<file path="config.mk">
export PLATFORM = sky130hd
export DESIGN_NAME = read_path_top
export DESIGN_NICKNAME = d
export VERILOG_FILES = /design/src/verilog/axi_pkg.sv /design/src/verilog/rw_pkg.sv /design/src/verilog/axi_read_master.sv /design/src/verilog/read_arbiter.sv /design/src/verilog/read_path_top.sv
export SDC_FILE = /design/constraint.sdc
export NUM_CORES = 1
export LEC_CHECK = 0
export BUFFER_PORTS_ARGS = -buffer_cell sky130_fd_sc_hd__buf_2
export CAP_MARGIN = 20
export CELL_PAD_IN_SITES_DETAIL_PLACEMENT = 2
export CELL_PAD_IN_SITES_GLOBAL_PLACEMENT = 2
export CORE_ASPECT_RATIO = 1.25
export CORE_MARGIN = 4
export CORE_UTILIZATION = 27
export CTS_CLUSTER_DIAMETER = 60
export DETAILED_ROUTE_END_ITERATION = 16
export PLACE_DENSITY_LB_ADDON = 0.1
export SLEW_MARGIN = 20
export SYNTH_ARGS = -nofsm -noshare
export SYNTH_HDL_FRONTEND = slang
export SYNTH_SLANG_ARGS = --single-unit
</file>
<file path="constraint.sdc">
create_clock -name clk -period 3.3 [get_ports clk]
set_input_delay 0.165 -clock clk [delete_from_list [all_inputs] [get_ports clk]]
set_output_delay 0.165 -clock clk [all_outputs]
set_load 0.01 [all_outputs]
</file>
<file path="src/verilog/axi_pkg.sv">
package axi_pkg;

    // axi read channel widths
    localparam int unsigned AXI_ID_W   = 4;
    localparam int unsigned AXI_ADDR_W = 64;
    localparam int unsigned AXI_DATA_W = 64;

    typedef logic [AXI_ID_W-1:0]   axi_id_t;
    typedef logic [AXI_ADDR_W-1:0] axi_addr_t;
    typedef logic [AXI_DATA_W-1:0] axi_data_t;
    typedef logic [7:0]            axi_len_t;   // beats minus one
    typedef logic [2:0]            axi_size_t;  // log2 bytes per beat

    // burst type encoding
    typedef enum logic [1:0] {
        fixed = 2'b00,
        incr  = 2'b01,
        wrap  = 2'b10
    } axi_burst_e;

    // read response encoding
    typedef enum logic [1:0] {
        okay   = 2'b00,
        exokay = 2'b01,
        slverr = 2'b10,  // slave reported an error
        decerr = 2'b11   // no slave at this address
    } axi_resp_e;

    // read address channel payload
    typedef struct packed {
        axi_id_t    id;
        axi_addr_t  addr;
        axi_len_t   len;
        axi_size_t  size;
        axi_burst_e burst;
    } axi_ar_t;

    // read data channel payload
    typedef struct packed {
        axi_id_t   id;
        axi_data_t data;
        axi_resp_e resp;
        logic      last;  // final beat of the burst
    } axi_r_t;

endpackage

</file>
<file path="src/verilog/rw_pkg.sv">
package rw_pkg;

    // requester side bus widths, fixed for the 64-bit core
    localparam int unsigned RW_ADDR_W = 64;
    localparam int unsigned RW_DATA_W = 64;

    // access size, value is log2 of the byte count
    typedef enum logic [1:0] {
        size_byte  = 2'd0,  // 1 byte
        size_half  = 2'd1,  // 2 bytes
        size_word  = 2'd2,  // 4 bytes
        size_dword = 2'd3   // 8 bytes
    } rw_size_e;

    typedef logic [RW_ADDR_W-1:0] rw_addr_t;  // byte address
    typedef logic [RW_DATA_W-1:0] rw_data_t;  // one data word

    // request phase payload
    // held stable by the requester until valid && ready
    typedef struct packed {
        rw_addr_t addr;  // byte address, any alignment within the dword
        rw_size_e size;  // bytes to fetch
    } rw_req_t;

    // response phase payload
    typedef struct packed {
        rw_data_t data;  // addressed bytes, zero extended
        logic     err;   // any non okay bus response
    } rw_rsp_t;

    // which requester currently owns the read channel
    typedef enum logic [1:0] {
        grant_none = 2'd0,  // channel free
        grant_mem  = 2'd1,  // load unit
        grant_if   = 2'd2   // instruction fetch
    } grant_e;

endpackage
</file>
<file path="src/verilog/axi_read_master.sv">
`timescale 1ns/1ps

module axi_read_master #(
    parameter axi_pkg::axi_id_t AXI_ID = 4'h0  // id put on every ar
) (
    input  logic              clk,
    input  logic              reset_i,

    // requester side, from the arbiter
    input  logic              req_valid_i,
    input  rw_pkg::rw_req_t   req_i,
    output logic              req_ready_o,
    output logic              rsp_valid_o,
    output rw_pkg::rw_rsp_t   rsp_o,
    input  logic              rsp_ready_i,

    // axi read address channel
    output logic              ar_valid_o,
    output axi_pkg::axi_ar_t  ar_o,
    input  logic              ar_ready_i,

    // axi read data channel
    input  logic              r_valid_i,
    input  axi_pkg::axi_r_t   r_i,
    output logic              r_ready_o
);

    import rw_pkg::*;
    import axi_pkg::*;

    typedef enum logic [1:0] {
        st_idle = 2'd0,  // waiting for a request
        st_addr = 2'd1,  // ar_valid up
        st_data = 2'd2,  // r_ready up
        st_resp = 2'd3   // rsp_valid up
    } state_e;

    state_e   state_q;
    state_e   state_d;

    rw_req_t  req_q;       // latched request, held for the whole transaction
    rw_rsp_t  rsp_q;       // registered response, stable under back pressure
    logic [5:0] shamt;     // bit offset of the first addressed byte
    rw_data_t beat_shift;  // beat moved down to bit 0
    rw_data_t beat_align;  // masked to the access size

    // fsm next state
    always_comb begin
        state_d = state_q;
        case (state_q)
            st_idle: if (req_valid_i) state_d = st_addr;
            st_addr: if (ar_ready_i)  state_d = st_data;
            st_data: if (r_valid_i)   state_d = st_resp;
            st_resp: if (rsp_ready_i) state_d = st_idle;
            default: state_d = st_idle;
        endcase
    end

    always_ff @(posedge clk) begin
        if (reset_i) begin
            state_q <= st_idle;
        end else begin
            state_q <= state_d;
        end
    end

    // handshake outputs straight from state
    assign req_ready_o = (state_q == st_idle);
    assign ar_valid_o  = (state_q == st_addr);
    assign r_ready_o   = (state_q == st_data);
    assign rsp_valid_o = (state_q == st_resp);

    // single beat read, size follows the request
    always_comb begin
        ar_o       = '0;
        ar_o.id    = AXI_ID;
        ar_o.addr  = req_q.addr;
        ar_o.len   = 8'd0;               // one beat
        ar_o.size  = {1'b0, req_q.size}; // same log2 encoding
        ar_o.burst = incr;
    end

    // byte lane extraction
    assign shamt      = {req_q.addr[2:0], 3'b000};
    assign beat_shift = r_i.data >> shamt;

    always_comb begin
        case (req_q.size)
            size_byte:  beat_align = {56'd0, beat_shift[7:0]};
            size_half:  beat_align = {48'd0, beat_shift[15:0]};
            size_word:  beat_align = {32'd0, beat_shift[31:0]};
            default:    beat_align = beat_shift;  // full dword
        endcase
    end

    // payload regs
    always_ff @(posedge clk) begin
        if (req_valid_i && req_ready_o) begin
            req_q <= req_i;  // capture at the request transfer
        end
        if (r_valid_i && r_ready_o) begin
            rsp_q.data <= beat_align;
            rsp_q.err  <= (r_i.resp != okay);  // slverr, decerr, exokay all count
        end
    end

    assign rsp_o = rsp_q;

endmodule

</file>
<file path="src/verilog/read_arbiter.sv">
`timescale 1ns/1ps

module read_arbiter (
    input  logic              clk,
    input  logic              reset_i,

    // load unit port
    input  logic              mem_req_valid_i,
    input  rw_pkg::rw_req_t   mem_req_i,
    output logic              mem_req_ready_o,
    output logic              mem_rsp_valid_o,
    output rw_pkg::rw_rsp_t   mem_rsp_o,
    input  logic              mem_rsp_ready_i,

    // instruction fetch port
    input  logic              if_req_valid_i,
    input  rw_pkg::rw_req_t   if_req_i,
    output logic              if_req_ready_o,
    output logic              if_rsp_valid_o,
    output rw_pkg::rw_rsp_t   if_rsp_o,
    input  logic              if_rsp_ready_i,

    // toward the read master
    output logic              out_req_valid_o,
    output rw_pkg::rw_req_t   out_req_o,
    input  logic              out_req_ready_i,
    input  logic              out_rsp_valid_i,
    input  rw_pkg::rw_rsp_t   out_rsp_i,
    output logic              out_rsp_ready_o
);

    import rw_pkg::*;

    grant_e grant_q;  // current owner
    grant_e grant_d;
    logic   rsp_done; // owner takes its response this cycle

    assign rsp_done = out_rsp_valid_i && out_rsp_ready_o;

    // fixed priority, mem first
    // grant is locked until the owner's response transfers
    always_comb begin
        grant_d = grant_q;
        case (grant_q)
            grant_none: begin
                if (mem_req_valid_i) begin
                    grant_d = grant_mem;
                end else if (if_req_valid_i) begin
                    grant_d = grant_if;
                end
            end
            grant_mem, grant_if: begin
                if (rsp_done) begin
                    grant_d = grant_none;  // one idle cycle before the next grant
                end
            end
            default: grant_d = grant_none;
        endcase
    end

    always_ff @(posedge clk) begin
        if (reset_i) begin
            grant_q <= grant_none;
        end else begin
            grant_q <= grant_d;
        end
    end

    // request and response muxing, all steered by the registered grant
    always_comb begin
        out_req_valid_o = 1'b0;
        out_req_o       = mem_req_i;  // don't care while not granted
        out_rsp_ready_o = 1'b0;
        mem_req_ready_o = 1'b0;
        mem_rsp_valid_o = 1'b0;
        if_req_ready_o  = 1'b0;
        if_rsp_valid_o  = 1'b0;
        case (grant_q)
            grant_mem: begin
                out_req_valid_o = mem_req_valid_i;
                out_req_o       = mem_req_i;
                out_rsp_ready_o = mem_rsp_ready_i;
                mem_req_ready_o = out_req_ready_i;
                mem_rsp_valid_o = out_rsp_valid_i;
            end
            grant_if: begin
                out_req_valid_o = if_req_valid_i;
                out_req_o       = if_req_i;
                out_rsp_ready_o = if_rsp_ready_i;
                if_req_ready_o  = out_req_ready_i;
                if_rsp_valid_o  = out_rsp_valid_i;
            end
            default: ;  // nobody owns the channel
        endcase
    end

    // payload fans out to both, qualified by rsp_valid
    assign mem_rsp_o = out_rsp_i;
    assign if_rsp_o  = out_rsp_i;

endmodule

</file>
<file path="src/verilog/read_path_top.sv">
`timescale 1ns/1ps

module read_path_top #(
    parameter axi_pkg::axi_id_t AXI_ID = 4'h0
) (
    input  logic              clk,
    input  logic              reset_i,

    // load unit
    input  logic              mem_req_valid_i,
    input  rw_pkg::rw_req_t   mem_req_i,
    output logic              mem_req_ready_o,
    output logic              mem_rsp_valid_o,
    output rw_pkg::rw_rsp_t   mem_rsp_o,
    input  logic              mem_rsp_ready_i,

    // instruction fetch
    input  logic              if_req_valid_i,
    input  rw_pkg::rw_req_t   if_req_i,
    output logic              if_req_ready_o,
    output logic              if_rsp_valid_o,
    output rw_pkg::rw_rsp_t   if_rsp_o,
    input  logic              if_rsp_ready_i,

    // axi read master port
    output logic              ar_valid_o,
    output axi_pkg::axi_ar_t  ar_o,
    input  logic              ar_ready_i,
    input  logic              r_valid_i,
    input  axi_pkg::axi_r_t   r_i,
    output logic              r_ready_o
);

    import rw_pkg::*;

    // arbiter to master link
    logic    arb_req_valid;
    rw_req_t arb_req;
    logic    arb_req_ready;
    logic    arb_rsp_valid;
    rw_rsp_t arb_rsp;
    logic    arb_rsp_ready;

    read_arbiter u_arb (
        .clk             (clk),
        .reset_i         (reset_i),
        .mem_req_valid_i (mem_req_valid_i),
        .mem_req_i       (mem_req_i),
        .mem_req_ready_o (mem_req_ready_o),
        .mem_rsp_valid_o (mem_rsp_valid_o),
        .mem_rsp_o       (mem_rsp_o),
        .mem_rsp_ready_i (mem_rsp_ready_i),
        .if_req_valid_i  (if_req_valid_i),
        .if_req_i        (if_req_i),
        .if_req_ready_o  (if_req_ready_o),
        .if_rsp_valid_o  (if_rsp_valid_o),
        .if_rsp_o        (if_rsp_o),
        .if_rsp_ready_i  (if_rsp_ready_i),
        .out_req_valid_o (arb_req_valid),
        .out_req_o       (arb_req),
        .out_req_ready_i (arb_req_ready),
        .out_rsp_valid_i (arb_rsp_valid),
        .out_rsp_i       (arb_rsp),
        .out_rsp_ready_o (arb_rsp_ready)
    );

    axi_read_master #(
        .AXI_ID (AXI_ID)  // transaction id from the top
    ) u_master (
        .clk         (clk),
        .reset_i     (reset_i),
        .req_valid_i (arb_req_valid),
        .req_i       (arb_req),
        .req_ready_o (arb_req_ready),
        .rsp_valid_o (arb_rsp_valid),
        .rsp_o       (arb_rsp),
        .rsp_ready_i (arb_rsp_ready),
        .ar_valid_o  (ar_valid_o),
        .ar_o        (ar_o),
        .ar_ready_i  (ar_ready_i),
        .r_valid_i   (r_valid_i),
        .r_i         (r_i),
        .r_ready_o   (r_ready_o)
    );

endmodule

</file>
==> flow_summary.yaml <==
clock_tree:
  worstSkewPairLatency_ps: 430
  cts_buffers: 17
  cts_tree: "done"
  cts.sinks: 135
  path_clk_slew_ps: 60
  clock-root-buffer: "clkbuf_16"
  clockBufferDepth: 2
  cts_max_level: 4
setup_path:
  crit_type: "flop to flop"
  startpoint_type: "flop"
  required_ps: 3570
  critPathSlowestCell: "nor2b_1"
  crit_chain: "buf_12 -> nor2b_1 -> and2_1 -> o21ai_0 -> a21oi_1"
  critPathCaptureType: "flop"
  cp_max_fo: 70
  worst_ep_arrival_time_ps: 2610
  cpPeakStageDelay_ps: 930
  reg2reg_depth: 5
synthesis:
  synth.avg_cell_area_um2: 13.2
  ys_top_cells_by_count: "131 x edfxtp_1, 86 x buf_4, 80 x mux2_2"
  synth_most_common_cell: "edfxtp_1"
  syn_inst: 584
  syn-cell-area_mm2: 0.00769
  synth_edf_count: 131
  synth_top_cell_by_area: "edfxtp_1"
  yosysTopAreaCellShare: 0.511
  synth-async-reset-ratio: 0
  yosys_warnings: 0
  synthDistinctLibCells: 40
  yosys-top-cells-area: "edfxtp_1 51%, mux2_2 12%, buf_4 8.4%"
  synth_flop_cell: "edfxtp_1"
  seq_area_frac_synth: 0.522
  ys_seq_elements: 135
timing:
  fmax_ghz: 0.428
  fin_skew_ps: 8.49
  period_minus_slack_ps: 2340
  tightest_slew_ps: 1110
  min_period_over_period: 0.708
  final_hold_viol_count: 0
  fin_setup_tns_ps: 0
  slew_violations: 0
  setup_viol: 0
  rsz0062_at_grt: "no"
  maxSlewHeadroom: 0.259
floorplanning:
  die_area_mm2: 0.0313
  fp.dieH_um: 197
  coreArea_mm2: 0.0278
  io_pins: 428
  die_w_um: 159
  std_cell_rows: 68
  floorplan.initialDensity: 0.276
routing:
  drt_iter0_markers: 184
  drcViolationCount: 0
  antenna_left: 0
  drt_wl_total_um: 30400
  vias: 6016
  first_pass_iters: 4
  post_drt_wl_per_cell_um: 23.6
  via_per_inst: 4.67
status:
  status: "finished, final reports clean"
global_route:
  first_global_vias: 6942
  antenna_found_initial: 7
  grt_max_degree: 71
  grt_remaining_overflow: 0
  grt_use_total: 0.191
  grt_pass1_wl_um: 44600
layout:
  nets: 1142
  final_core_utilization: 0.367
  area_growth_pct: 32.6
  fin_area_mm2: 0.0102
  drive_gt1_frac: 0.588
pwr:
  p_leak_uw: 0.00435
  ir_drop_uv: 353
  power_density_mw_per_mm2: 513
  power_uw: 5240
place:
  gp_congestion: 0.789
  placed_area_mm2: 0.00953
  io_buffer_count: 407
  hpwl_um: 23800
min_path:
  hold_path_class: "input pin to flop"
  worstHoldPathCells: 2
flow_run:
  maxCapViolCount: 0
metrics by stage:
stage | setup WS, ps | hold slack [ps] | std cells
after floorplan | 502 | 234 | 597
after global placement | 1030 | 401 | 1252
after detailed placement | 999 | 426 | 1252
after CTS | 967 | 10.2 | 1286
after global routing | 831 | 16.0 | 1287
final | 963 | 32.2 | 1287
sequential cells by signal, summed over array words and instances (netlist names):
| signal | flops |
|---|---|
| u_arb.grant_q | 2 |
| u_master.ar_o | 66 |
| u_master.state_q | 2 |
| u_master.rsp_o | 65 |
path summary, 6_finish.rpt:
check	from	endpoint	slack, ps
max	u_master.ar_o[13]$_DFFE_PP_	u_master.rsp_o[10]$_DFFE_PP_	960
min	mem_req_i[36]	u_master.ar_o[47]$_DFFE_PP_	30
max reg2reg	u_master.ar_o[13]$_DFFE_PP_	u_master.rsp_o[10]$_DFFE_PP_	960
min reg2reg	u_arb.grant_q[0]$_SDFFE_PP0P_	u_arb.grant_q[0]$_SDFFE_PP0P_	520
power breakdown:
part	total, µW	internal [µW]	switching (µW)	leakage, µW
Combinational	1060	495	564	0.00284
Sequential	2060	2020	39.6	0.00122
Clock	2120	1330	782	0.000293
Total	5240	3850	1390	0.00435
repair_timing:
item	CTS	global route
endpoints found under the hold margin	4	0
setup buffers	0	0
gates resized for setup	0	0
hold buffers	3	0
cell type report:
cell class | count | area [µm²]
tap | 350 | 438
antenna | 1 | 2.50
clock inverter | 13 | 205
timing repair buffer | 421 | 2170
multi-input combinational | 335 | 2890
clock buffer | 18 | 429
sequential | 135 | 4010
fill | 3006 | 17600
inverter | 14 | 52.6
layer usage:
metal / global-route usage / up-vias / share of wire
li1: - / 2726 / -
met1: 0.206 / 2978 / 0.37
met2: 0.354 / 274 / 0.54
met3: 0.0621 / 30 / 0.075
met4: 0.0627 / 8 / 0.018
met5: 0 / - / 0.0015
layout by cell type (no fill, tap or decap), types with 3 or more instances in the layout:
master         instances
buf_2                407
dlygate4sd3_1          3
and2_1                28
mux4_2                15
edfxtp_1             131
nor2_1                24
a21oi_1               11
bufinv_16              5
nor3_1                 3
clkinvlp_4             4
nor2b_1               14
clkbuf_16             17
nand2b_1               3
ha_1                   6
a211oi_1               3
dfxtp_1                4
o22ai_1                6
buf_4                  9
inv_1                 13
mux2i_1               29
mux2_2                80
nand2_1               38
mux4_1                 9
o21ai_0               25
conb_1                15
o2bb2ai_1              6
cell families (layout without fill, tap and decap cells):
kind of cell | after synthesis | count (layout) | share of synthesized area
flops | 135 | 135 | 0.522
mux | 133 | 133 | 0.230
buf+inv | 127 | 466 | 0.110
simple gates | 119 | 119 | 0.0766
compound gates | 61 | 61 | 0.0491
fa+ha+maj | 7 | 7 | 0.0114
other cells | 2 | 16 | 0.000976
critical path, delay by kind of cell (launching register included):
kind	cells	cell delay (ps)
buffers and inverters	1	340
DFF	1	370
AOI/OAI and AO/OA	2	260
and+or+nand+nor	2	1210
Power figures use the tool's default switching activity.
